[config.mk]
export PLATFORM = sky130hd
export DESIGN_NAME = dec_top
export DESIGN_NICKNAME = d
export VERILOG_FILES = /design/src/dec_pkg.sv /design/src/dec_top.sv /design/src/dec_controller.sv /design/src/dec_decoder.sv /design/src/dec_m_decoder.sv /design/src/dec_i_decoder.sv
export SDC_FILE = /design/constraint.sdc
export NUM_CORES = 1
export LEC_CHECK = 0
export ABC_CLOCK_PERIOD_IN_PS = 2400
export BUFFER_PORTS_ARGS = -buffer_cell sky130_fd_sc_hd__buf_2
export CAP_MARGIN = 15
export CORE_UTILIZATION = 36
export DETAILED_ROUTE_END_ITERATION = 7
export PLACE_DENSITY_LB_ADDON = 0.05
export SETUP_SLACK_MARGIN = 0.2
export SLEW_MARGIN = 20
export SYNTH_ARGS = -nofsm -noshare
export SYNTH_HDL_FRONTEND = slang
export SYNTH_SLANG_ARGS = --single-unit
[constraint.sdc]
create_clock -name clk_i -period 2.4 [get_ports clk_i]
set_input_delay 0.6 -clock clk_i [delete_from_list [all_inputs] [get_ports clk_i]]
set_output_delay 0.6 -clock clk_i [all_outputs]
set_load 0.01 [all_outputs]
[src/dec_pkg.sv]
////////////////////////////////////////////////////////////
// shared types and constants for the RV32 decode peripheral
// result word bit order is fixed, host software depends on it
////////////////////////////////////////////////////////////

package dec_pkg;

  ////////////////////////////////////////////////////////////
  // instruction encodings
  ////////////////////////////////////////////////////////////

  // major opcodes, bits [6:0] of the instruction
  typedef enum logic [6:0] {
    OPCODE_LUI      = 7'h37,
    OPCODE_AUIPC    = 7'h17,
    OPCODE_JAL      = 7'h6f,
    OPCODE_JALR     = 7'h67,
    OPCODE_BRANCH   = 7'h63,
    OPCODE_LOAD     = 7'h03,
    OPCODE_STORE    = 7'h23,
    OPCODE_OP_IMM   = 7'h13,
    OPCODE_OP       = 7'h33,
    OPCODE_MISC_MEM = 7'h0f,
    OPCODE_SYSTEM   = 7'h73
  } opcode_e;

  typedef enum logic [4:0] {
    ALU_ADD  = 5'h00,
    ALU_SUB  = 5'h01,
    ALU_SLL  = 5'h02,
    ALU_SLT  = 5'h03,
    ALU_SLTU = 5'h04,
    ALU_XOR  = 5'h05,
    ALU_SRL  = 5'h06,
    ALU_SRA  = 5'h07,
    ALU_OR   = 5'h08,
    ALU_AND  = 5'h09,
    ALU_EQ   = 5'h0a,  // beq
    ALU_NE   = 5'h0b   // bne
  } alu_opcode_e;

  // same order as funct3 of the M extension
  typedef enum logic [2:0] {
    MUL_MUL    = 3'd0,
    MUL_MULH   = 3'd1,
    MUL_MULHSU = 3'd2,
    MUL_MULHU  = 3'd3,
    MUL_DIV    = 3'd4,
    MUL_DIVU   = 3'd5,
    MUL_REM    = 3'd6,
    MUL_REMU   = 3'd7
  } mul_opcode_e;

  typedef enum logic [1:0] {
    BRANCH_NONE = 2'b00,
    BRANCH_COND = 2'b01,  // conditional branch
    BRANCH_JAL  = 2'b10,
    BRANCH_JALR = 2'b11
  } branch_e;

  typedef enum logic {
    WB_IDLE = 1'b0,
    WB_ACK  = 1'b1
  } wb_state_e;

  localparam logic [6:0]  FUNCT7_M    = 7'b0000001;  // M extension on OP
  localparam logic [6:0]  FUNCT7_ALT  = 7'b0100000;  // sub / sra
  localparam logic [1:0]  DT_WORD     = 2'b00;       // lsu data_type
  localparam logic [1:0]  DT_HALF     = 2'b01;
  localparam logic [1:0]  DT_BYTE     = 2'b10;
  localparam logic [31:0] INSTR_NOP   = 32'h0000_0013;  // addi x0,x0,0
  localparam logic [31:0] INSTR_ECALL = 32'h0000_0073;
  localparam logic [31:0] INSTR_EBRK  = 32'h0010_0073;
  localparam logic [31:0] INSTR_MRET  = 32'h3020_0073;
  localparam logic [31:0] INSTR_WFI   = 32'h1050_0073;

  // register map, word index on adr[3:2]
  localparam logic [1:0]  ADDR_INSTR  = 2'd0;
  localparam logic [1:0]  ADDR_STATUS = 2'd1;

  ////////////////////////////////////////////////////////////
  // control bundle and result word
  ////////////////////////////////////////////////////////////

  typedef struct packed {
    logic        illegal_insn;
    logic        ebrk_insn;
    logic        ecall_insn;
    logic        mret_insn;
    logic        wfi_insn;
    logic        fencei_insn;
    logic        alu_en;
    alu_opcode_e alu_operator;
    logic        mult_en;
    mul_opcode_e mult_operator;
    logic        rf_we;
    logic [1:0]  rf_re;          // bit 0 rs1, bit 1 rs2
    logic        data_req;
    logic        data_we;
    logic [1:0]  data_type;
    logic        data_sign_ext;
    branch_e     ctrl_transfer_insn;
  } decoder_ctrl_t;

  // no-match bundle, every side effect off
  localparam decoder_ctrl_t DECODER_CTRL_ILLEGAL_INSN = '{
    illegal_insn       : 1'b1,
    ebrk_insn          : 1'b0,
    ecall_insn         : 1'b0,
    mret_insn          : 1'b0,
    wfi_insn           : 1'b0,
    fencei_insn        : 1'b0,
    alu_en             : 1'b0,
    alu_operator       : ALU_ADD,
    mult_en            : 1'b0,
    mult_operator      : MUL_MUL,
    rf_we              : 1'b0,
    rf_re              : 2'b00,
    data_req           : 1'b0,
    data_we            : 1'b0,
    data_type          : DT_WORD,
    data_sign_ext      : 1'b0,
    ctrl_transfer_insn : BRANCH_NONE
  };

  // host-visible word, msb first
  typedef struct packed {
    logic [5:0]  pad;            // reads as zero, fills the word to 32 bits
    logic [1:0]  rf_re;
    mul_opcode_e mult_operator;
    alu_opcode_e alu_operator;
    branch_e     ctrl_transfer_insn;
    logic        data_sign_ext;
    logic [1:0]  data_type;
    logic        data_we;
    logic        data_req;
    logic        rf_we;
    logic        mult_en;
    logic        alu_en;
    logic        fencei_insn;
    logic        wfi_insn;
    logic        mret_insn;
    logic        ecall_insn;
    logic        ebrk_insn;
    logic        illegal_insn;
  } ctrl_word_t;

endpackage
[src/dec_top.sv]
////////////////////////////////////////////////////////////
// decode peripheral top, wishbone classic slave port
////////////////////////////////////////////////////////////
`timescale 1ns/1ns

module dec_top import dec_pkg::*; (
  input  logic        clk_i,
  input  logic        rst_n_i,
  input  logic        cyc_i,
  input  logic        stb_i,
  input  logic        we_i,
  input  logic [3:0]  adr_i,
  input  logic [31:0] dat_i,
  output logic [31:0] dat_o,
  output logic        ack_o,
  output logic        trap_o
);

  logic [31:0] instr;
  logic        trap_mask;
  ctrl_word_t  ctrl_word;
  logic        trap_hit;

  dec_controller controller_i (
    .clk_i       (clk_i),
    .rst_n_i     (rst_n_i),
    .cyc_i       (cyc_i),
    .stb_i       (stb_i),
    .we_i        (we_i),
    .adr_i       (adr_i),
    .dat_i       (dat_i),
    .ctrl_word_i (ctrl_word),
    .trap_hit_i  (trap_hit),
    .ack_o       (ack_o),
    .dat_o       (dat_o),
    .trap_o      (trap_o),
    .instr_o     (instr),
    .trap_mask_o (trap_mask)
  );

  dec_decoder decoder_i (
    .instr_i     (instr),
    .trap_mask_i (trap_mask),
    .ctrl_word_o (ctrl_word),
    .trap_hit_o  (trap_hit)
  );

endmodule

[src/dec_controller.sv]
////////////////////////////////////////////////////////////
// wishbone classic slave, never stalls, one ack per strobe
// master must drop stb after ack, adr held through ack cycle
////////////////////////////////////////////////////////////
`timescale 1ns/1ns

module dec_controller import dec_pkg::*; (
  input  logic        clk_i,
  input  logic        rst_n_i,
  input  logic        cyc_i,
  input  logic        stb_i,
  input  logic        we_i,
  input  logic [3:0]  adr_i,
  input  logic [31:0] dat_i,
  input  ctrl_word_t  ctrl_word_i,   // decode of instr_o
  input  logic        trap_hit_i,
  output logic        ack_o,
  output logic [31:0] dat_o,
  output logic        trap_o,
  output logic [31:0] instr_o,
  output logic        trap_mask_o
);

  wb_state_e   state_q;
  logic        req;
  logic        sel_instr;
  logic        sel_status;
  logic        instr_wr;
  logic        status_clr;
  logic [31:0] instr_q;
  ctrl_word_t  result_q;
  logic        trap_q;

  assign req        = (state_q == WB_IDLE) && cyc_i && stb_i;
  // byte offsets other than 0 fall into the unmapped space
  assign sel_instr  = (adr_i[1:0] == 2'b00) && (adr_i[3:2] == ADDR_INSTR);
  assign sel_status = (adr_i[1:0] == 2'b00) && (adr_i[3:2] == ADDR_STATUS);
  assign instr_wr   = req && we_i && sel_instr;
  assign status_clr = req && we_i && sel_status && dat_i[0];

  ////////////////////////////////////////////////////////////
  // bus handshake
  ////////////////////////////////////////////////////////////

  always_ff @(posedge clk_i or negedge rst_n_i) begin
    if (!rst_n_i) begin
      state_q <= WB_IDLE;
    end else begin
      case (state_q)
        WB_IDLE: if (req) state_q <= WB_ACK;
        default: state_q <= WB_IDLE;  // ack lasts one cycle
      endcase
    end
  end

  assign ack_o = (state_q == WB_ACK);

  // new word goes straight to the decoder so the result loads with it
  assign instr_o = instr_wr ? dat_i : instr_q;

  always_ff @(posedge clk_i or negedge rst_n_i) begin
    if (!rst_n_i) begin
      instr_q  <= INSTR_NOP;
      result_q <= '0;
    end else if (instr_wr) begin
      instr_q  <= dat_i;
      result_q <= ctrl_word_i;
    end
  end

  // sticky trap, cleared only by the host
  always_ff @(posedge clk_i or negedge rst_n_i) begin
    if (!rst_n_i) begin
      trap_q <= 1'b0;
    end else if (status_clr) begin
      trap_q <= 1'b0;
    end else if (instr_wr && trap_hit_i) begin
      trap_q <= 1'b1;
    end
  end

  assign trap_o      = trap_q;
  assign trap_mask_o = trap_q;  // masks decode of later writes

  // read mux, address still valid in the ack cycle
  always_comb begin
    dat_o = '0;
    if (sel_instr) begin
      dat_o = result_q;
    end else if (sel_status) begin
      dat_o = {31'b0, trap_q};
    end
  end

  ////////////////////////////////////////////////////////////
  // protocol checks
  ////////////////////////////////////////////////////////////

  a_ack_single: assert property (@(posedge clk_i) disable iff (!rst_n_i)
    ack_o |=> !ack_o);

  a_ack_after_req: assert property (@(posedge clk_i) disable iff (!rst_n_i)
    $rose(ack_o) |-> $past(cyc_i && stb_i));

endmodule

[src/dec_decoder.sv]
////////////////////////////////////////////////////////////
// merges sub-decoder bundles, M match wins over I
// trap_mask_i kills side effects, decode flags stay visible
////////////////////////////////////////////////////////////
`timescale 1ns/1ns

module dec_decoder import dec_pkg::*; (
  input  logic [31:0] instr_i,
  input  logic        trap_mask_i,   // sticky trap pending
  output ctrl_word_t  ctrl_word_o,
  output logic        trap_hit_o     // from the unmasked bundle
);

  decoder_ctrl_t i_ctrl;
  decoder_ctrl_t m_ctrl;
  decoder_ctrl_t mux_ctrl;

  dec_i_decoder i_decoder_i (
    .instr_i        (instr_i),
    .decoder_ctrl_o (i_ctrl)
  );

  dec_m_decoder m_decoder_i (
    .instr_i        (instr_i),
    .decoder_ctrl_o (m_ctrl)
  );

  // priority select, illegal when nobody claims the word
  always_comb begin
    if (!m_ctrl.illegal_insn) begin
      mux_ctrl = m_ctrl;
    end else if (!i_ctrl.illegal_insn) begin
      mux_ctrl = i_ctrl;
    end else begin
      mux_ctrl = DECODER_CTRL_ILLEGAL_INSN;
    end
  end

  assign trap_hit_o = mux_ctrl.illegal_insn | mux_ctrl.ebrk_insn | mux_ctrl.ecall_insn;

  ////////////////////////////////////////////////////////////
  // mask and pack
  ////////////////////////////////////////////////////////////

  always_comb begin
    ctrl_word_o                    = '0;
    ctrl_word_o.rf_re              = mux_ctrl.rf_re;
    ctrl_word_o.mult_operator      = mux_ctrl.mult_operator;
    ctrl_word_o.alu_operator       = mux_ctrl.alu_operator;
    ctrl_word_o.ctrl_transfer_insn = trap_mask_i ? BRANCH_NONE : mux_ctrl.ctrl_transfer_insn;
    ctrl_word_o.data_sign_ext      = mux_ctrl.data_sign_ext;
    ctrl_word_o.data_type          = mux_ctrl.data_type;
    ctrl_word_o.data_we            = mux_ctrl.data_we  & ~trap_mask_i;
    ctrl_word_o.data_req           = mux_ctrl.data_req & ~trap_mask_i;
    ctrl_word_o.rf_we              = mux_ctrl.rf_we    & ~trap_mask_i;
    ctrl_word_o.mult_en            = mux_ctrl.mult_en  & ~trap_mask_i;
    ctrl_word_o.alu_en             = mux_ctrl.alu_en   & ~trap_mask_i;
    ctrl_word_o.fencei_insn        = mux_ctrl.fencei_insn;
    ctrl_word_o.wfi_insn           = mux_ctrl.wfi_insn;
    ctrl_word_o.mret_insn          = mux_ctrl.mret_insn;
    ctrl_word_o.ecall_insn         = mux_ctrl.ecall_insn;
    ctrl_word_o.ebrk_insn          = mux_ctrl.ebrk_insn;
    ctrl_word_o.illegal_insn       = mux_ctrl.illegal_insn;
  end

  // opcode spaces of I and M must stay disjoint
  always_comb begin
    assert (i_ctrl.illegal_insn || m_ctrl.illegal_insn)
      else $error("i and m decoders both claim instr %h", instr_i);
  end

endmodule

[src/dec_m_decoder.sv]
////////////////////////////////////////////////////////////
// RV32M decoder, matches OP with funct7 0000001 only
////////////////////////////////////////////////////////////
`timescale 1ns/1ns

module dec_m_decoder import dec_pkg::*; (
  input  logic [31:0]   instr_i,
  output decoder_ctrl_t decoder_ctrl_o
);

  always_comb begin
    decoder_ctrl_o = DECODER_CTRL_ILLEGAL_INSN;  // no match by default
    if ((opcode_e'(instr_i[6:0]) == OPCODE_OP) && (instr_i[31:25] == FUNCT7_M)) begin
      decoder_ctrl_o.illegal_insn = 1'b0;
      decoder_ctrl_o.mult_en      = 1'b1;
      decoder_ctrl_o.rf_we        = 1'b1;
      decoder_ctrl_o.rf_re        = 2'b11;  // rs1 and rs2
      case (instr_i[14:12])
        3'b000:  decoder_ctrl_o.mult_operator = MUL_MUL;
        3'b001:  decoder_ctrl_o.mult_operator = MUL_MULH;
        3'b010:  decoder_ctrl_o.mult_operator = MUL_MULHSU;
        3'b011:  decoder_ctrl_o.mult_operator = MUL_MULHU;
        3'b100:  decoder_ctrl_o.mult_operator = MUL_DIV;
        3'b101:  decoder_ctrl_o.mult_operator = MUL_DIVU;
        3'b110:  decoder_ctrl_o.mult_operator = MUL_REM;
        default: decoder_ctrl_o.mult_operator = MUL_REMU;
      endcase
    end
  end

endmodule

[src/dec_i_decoder.sv]
////////////////////////////////////////////////////////////
// RV32I subset decoder, purely combinational
// OP with funct7 0000001 is left to the M decoder
////////////////////////////////////////////////////////////
`timescale 1ns/1ns

module dec_i_decoder import dec_pkg::*; (
  input  logic [31:0]   instr_i,
  output decoder_ctrl_t decoder_ctrl_o
);

  logic [2:0]    funct3;
  logic [6:0]    funct7;
  logic          illegal;
  decoder_ctrl_t ctrl;

  assign funct3 = instr_i[14:12];
  assign funct7 = instr_i[31:25];

  always_comb begin
    ctrl              = DECODER_CTRL_ILLEGAL_INSN;
    ctrl.illegal_insn = 1'b0;
    illegal           = 1'b0;

    case (opcode_e'(instr_i[6:0]))
      OPCODE_LUI, OPCODE_AUIPC: begin
        ctrl.alu_en = 1'b1;  // imm or pc + imm
        ctrl.rf_we  = 1'b1;
      end
      OPCODE_JAL: begin
        ctrl.ctrl_transfer_insn = BRANCH_JAL;
        ctrl.alu_en             = 1'b1;  // link address
        ctrl.rf_we              = 1'b1;
      end
      OPCODE_JALR: begin
        ctrl.ctrl_transfer_insn = BRANCH_JALR;
        ctrl.alu_en             = 1'b1;
        ctrl.rf_we              = 1'b1;
        ctrl.rf_re              = 2'b01;
        illegal                 = (funct3 != 3'b000);
      end
      OPCODE_BRANCH: begin
        ctrl.ctrl_transfer_insn = BRANCH_COND;
        ctrl.alu_en             = 1'b1;
        ctrl.rf_re              = 2'b11;
        case (funct3)
          3'b000:         ctrl.alu_operator = ALU_EQ;
          3'b001:         ctrl.alu_operator = ALU_NE;
          3'b100, 3'b101: ctrl.alu_operator = ALU_SLT;   // blt / bge
          3'b110, 3'b111: ctrl.alu_operator = ALU_SLTU;  // bltu / bgeu
          default:        illegal = 1'b1;
        endcase
      end
      OPCODE_LOAD: begin
        ctrl.data_req      = 1'b1;
        ctrl.rf_we         = 1'b1;
        ctrl.rf_re         = 2'b01;
        ctrl.data_sign_ext = ~funct3[2];  // lbu / lhu zero extend
        case (funct3)
          3'b000, 3'b100: ctrl.data_type = DT_BYTE;
          3'b001, 3'b101: ctrl.data_type = DT_HALF;
          3'b010:         ctrl.data_type = DT_WORD;
          default:        illegal = 1'b1;
        endcase
      end
      OPCODE_STORE: begin
        ctrl.data_req = 1'b1;
        ctrl.data_we  = 1'b1;
        ctrl.rf_re    = 2'b11;
        case (funct3)
          3'b000:  ctrl.data_type = DT_BYTE;
          3'b001:  ctrl.data_type = DT_HALF;
          3'b010:  ctrl.data_type = DT_WORD;
          default: illegal = 1'b1;
        endcase
      end
      OPCODE_OP_IMM: begin
        ctrl.alu_en = 1'b1;
        ctrl.rf_we  = 1'b1;
        ctrl.rf_re  = 2'b01;
        case (funct3)
          3'b000: ctrl.alu_operator = ALU_ADD;
          3'b010: ctrl.alu_operator = ALU_SLT;
          3'b011: ctrl.alu_operator = ALU_SLTU;
          3'b100: ctrl.alu_operator = ALU_XOR;
          3'b110: ctrl.alu_operator = ALU_OR;
          3'b111: ctrl.alu_operator = ALU_AND;
          3'b001: begin
            ctrl.alu_operator = ALU_SLL;
            illegal           = (funct7 != 7'b0000000);  // shamt[5] or junk
          end
          default: begin  // 3'b101
            ctrl.alu_operator = (funct7 == FUNCT7_ALT) ? ALU_SRA : ALU_SRL;
            illegal           = (funct7 != 7'b0000000) && (funct7 != FUNCT7_ALT);
          end
        endcase
      end
      OPCODE_OP: begin
        ctrl.alu_en = 1'b1;
        ctrl.rf_we  = 1'b1;
        ctrl.rf_re  = 2'b11;
        case ({funct7, funct3})
          {7'b0000000, 3'b000}: ctrl.alu_operator = ALU_ADD;
          {FUNCT7_ALT, 3'b000}: ctrl.alu_operator = ALU_SUB;
          {7'b0000000, 3'b001}: ctrl.alu_operator = ALU_SLL;
          {7'b0000000, 3'b010}: ctrl.alu_operator = ALU_SLT;
          {7'b0000000, 3'b011}: ctrl.alu_operator = ALU_SLTU;
          {7'b0000000, 3'b100}: ctrl.alu_operator = ALU_XOR;
          {7'b0000000, 3'b101}: ctrl.alu_operator = ALU_SRL;
          {FUNCT7_ALT, 3'b101}: ctrl.alu_operator = ALU_SRA;
          {7'b0000000, 3'b110}: ctrl.alu_operator = ALU_OR;
          {7'b0000000, 3'b111}: ctrl.alu_operator = ALU_AND;
          default:              illegal = 1'b1;  // incl. FUNCT7_M
        endcase
      end
      OPCODE_MISC_MEM: begin
        ctrl.fencei_insn = 1'b1;
        illegal          = (funct3 != 3'b001);  // plain fence not supported
      end
      OPCODE_SYSTEM: begin
        // only exact encodings, csr space is not decoded
        ctrl.ecall_insn = (instr_i == INSTR_ECALL);
        ctrl.ebrk_insn  = (instr_i == INSTR_EBRK);
        ctrl.mret_insn  = (instr_i == INSTR_MRET);
        ctrl.wfi_insn   = (instr_i == INSTR_WFI);
        illegal         = ~(ctrl.ecall_insn | ctrl.ebrk_insn | ctrl.mret_insn | ctrl.wfi_insn);
      end
      default: illegal = 1'b1;
    endcase

    decoder_ctrl_o = illegal ? DECODER_CTRL_ILLEGAL_INSN : ctrl;  // clean bundle on miss
  end

endmodule

==> flow_summary.json <==
{
  "status": "finished with violations",
  "violations": "setup timing",
  "antenna_found_initial": 0,
  "clock_sinks": 59,
  "ys_ff_latch": 59,
  "synth_edf_count": 0,
  "path_class": "in -> reg",
  "area_growth_pct": 53.0,
  "die_h_um": 109,
  "via_count": 4212,
  "fin_util_pct": 57.3,
  "postRouteWirelength_um": 13500,
  "final.setup.tns_ns": -0.857,
  "regArea_um2": 1480,
  "hold_violations": 0,
  "drt_pass1_iterations": 5,
  "postPlaceCellArea_um2": 5330,
  "p_leak_nw": 2.95,
  "start_util_pct": 37.4,
  "synthAdderAreaFrac_pct": 0,
  "power_density_nw_per_um2": 555,
  "yosysWarnings": 0,
  "place_congestion": 0.897,
  "crit_required_ns": 2.68,
  "ant_nets": 0,
  "finalMaxSlewViolations": 0,
  "drt-wirelength-per-cell_um": 17.0,
  "critPathArrivalTime_ns": 2.79,
  "synthXorXnorAreaFrac_pct": 0.642,
  "portBuffers": 67,
  "m1WireLength_um": 6380,
  "fmax_mhz": 398,
  "drive_gt1_share_pct": 44.2,
  "synth-simple-area-share_pct": 33.6,
  "finalPower_w": 0.00348,
  "grt_max_degree": 34,
  "hold_path_class": "in -> async",
  "die_area_um2": 11800,
  "fin_crit_sh_pct": 105,
  "fp.dieW_um": 109,
  "ioPinCount": 75,
  "netlist_instances": 477,
  "layout_commonest_cell": "nand2_1",
  "hold_ws_ns": 0.293,
  "cts.clk_slew.worst_paths_ns": 0.05,
  "ys_seq_area_share_pct": 36.2,
  "synth_compound_area_share_pct": 20.2,
  "ys_types": 83,
  "synth_area_um2": 4090,
  "synthMuxAreaShare_pct": 1.25,
  "skew_ns": 0.00681,
  "cp-start-kind": "input port",
  "grt_pass1_vias": 4161,
  "layout_common_cells": "115 x nand2_1, 103 x buf_4, 56 x dfrtp_1",
  "irDropWorstVdd_uv": 255,
  "track_usage_pct": 24.7,
  "cts_inserted_buffers": 9,
  "diodes": 0,
  "gr-total-overflow": 0,
  "finalSetupViolations": 16,
  "nets": 690,
  "synth.avg_cell_area_um2": 8.58,
  "cp_slowest_cell": "or4_4",
  "multi_input_area_um2": 2610,
  "timing.final.ws_setup_ns": -0.111,
  "vias_per_cell": 5.30,
  "cap_violations": 0,
  "crit_path_max_fanout": 5,
  "final.min_clock_period_ns": 2.51,
  "wl_met3_um": 512,
  "dr_wl_met2_um": 6360,
  "htreeDepth": 3,
  "slew-limit-headroom_pct": 55.6,
  "insertion_delay_ns": 0.34,
  "final_cell_area_um2": 6260,
  "place_hpwl_um": 10300,
  "cts_tree": "done",
  "slowest_delay_ns": 0.58,
  "synth_ff_type": "dfrtp_1",
  "endpoint_kind": "flip-flop",
  "rsz0062_at_grt": "true",
  "grt_pass1_wl_um": 21800,
  "clock_path_buffers": 2,
  "routed.top_layer": "met4",
  "drt_iter0_drc": 237,
  "cts-root-buf": "clkbuf_16",
  "core_area_um2": 10900,
  "rows": 38,
  "tightestPinTransition_ns": 0.666,
  "synth_top_family_by_area": "simple AND/OR/NAND/NOR gates",
  "fillers": 985,
  "remaining_drc_errors": 0,
  "worstPathCellList": "buf_8 > or4_4 > buf_6 > o211ai_1 > o41ai_4 > a41o_2 > o32a_4 > a21oi_4 > o31a_1",
  "async_flop_share_pct": 100
}
-- worst paths after layout --
check,slack [ns],to,start,cells past startpoint
worst max register to register,-0.03,controller_i.trap_mask_o$_DFFE_PN0P_,controller_i.ack_o$_DFF_PN0_,10
min in group clk_i,0.47,controller_i.instr_q[9]$_DFF_PN0_,dat_i[9],3
max in group asynchronous,1.50,controller_i.instr_q[16]$_DFF_PN0_,rst_n_i,2
worst max-delay path,-0.11,controller_i.trap_mask_o$_DFFE_PN0P_,adr_i[0],9
worst min register to register,0.47,controller_i.instr_q[16]$_DFF_PN0_,controller_i.instr_q[16]$_DFF_PN0_,2
worst min-delay path,0.29,controller_i.result_q[24]$_DFFE_PN0N_,rst_n_i,1
-- metal layers --
| metal | vias up | GRT usage (%) |
|---|---|---|
| met5 | - | 0 |
| met3 | 17 | 2.99 |
| met2 | 124 | 38.6 |
| li1 | 2053 | - |
| met1 | 2018 | 34.1 |
| met4 | 0 | 11.2 |
-- critical path, delay by kind of cell --
kind	cells	cell delay, ns
AOI/OAI and AO/OA	6	1.32
and+or+nand+nor	1	0.58
buffers and inverters	2	0.27
-- power breakdown --
part           leakage (nW)  switching [W]  internal (W)
sequential            0.791      0.0000765       0.00108
clock                 0.174       0.000462       0.00112
combinational          1.99       0.000388      0.000352
total                  2.95       0.000927       0.00255
-- cells by family (layout without fill, tap and decap cells) --
family | Yosys count | count (layout)
AOI/OAI and AO/OA | 110 | 110
xor gates and xnor gates | 3 | 3
buffers and inverters | 47 | 218
DFF | 59 | 59
muxes | 5 | 5
other | 1 | 7
and+or+nand+nor | 252 | 252
-- timing repair --
item | 4_1_cts | 5_1_grt
setup endpoints to repair | 41 | 43
pin swaps | 37 | 8
hold buffers | 0 | 0
gates resized for setup | 59 | 25
buffers inserted | 9 | 2
cloned | 3 | 0
-- through the flow --
step / setup slack (ns) / cells
2_1_floorplan: -0.161 / 483
3_3_place_gp: -0.477 / 764
3_5_place_dp: -0.482 / 764
4_1_cts: -0.0550 / 792
5_1_grt: -0.150 / 794
6_report: -0.111 / 794
-- flip-flops by register name, indices dropped and copies added (netlist names) --
register and cells:
controller_i.ack_o 1, controller_i.trap_mask_o 1, controller_i.instr_q 32, controller_i.result_q 25
-- cells in the mapped netlist, drive strengths merged, types with 3 or more instances --
master   count  share of area, %
a2111oi      6               1.3
a211o        3              0.64
a211oi       3              0.55
a21o         5              0.98
a21oi       24               3.6
a221oi       3              0.64
a22o         6               1.3
a32o         3              0.73
and2        25               3.8
and4         3              0.70
buf         16               2.8
clkbuf      19               3.5
dfrtp       56                34
dfstp        3               1.9
inv         11               1.0
mux2i        4              0.98
nand2      117                11
nand2b       7               1.1
nand3        9               1.1
nand3b       4              0.73
nand4        3              0.46
nand4b       6               1.3
nor2        13               1.4
nor2b        6              0.92
nor3        13               1.7
nor4        14               3.0
nor4b        3              0.64
nor4bb       3              0.73
o211ai       3              0.67
o21ai       28               3.4
o31ai        5              0.92
or3          9               1.4
or4          3              0.76
-- final cells by class --
cell class                 count  share of cell area, %
timing repair buffer         191                   25.5
tap                          140                   2.80
sequential                    59                   23.6
multi-input combinational    377                   41.7
clock buffer                  11                   3.72
inverter                      11                  0.659
clock inverter                 5                   2.00
Power figures use the tool's default switching activity.
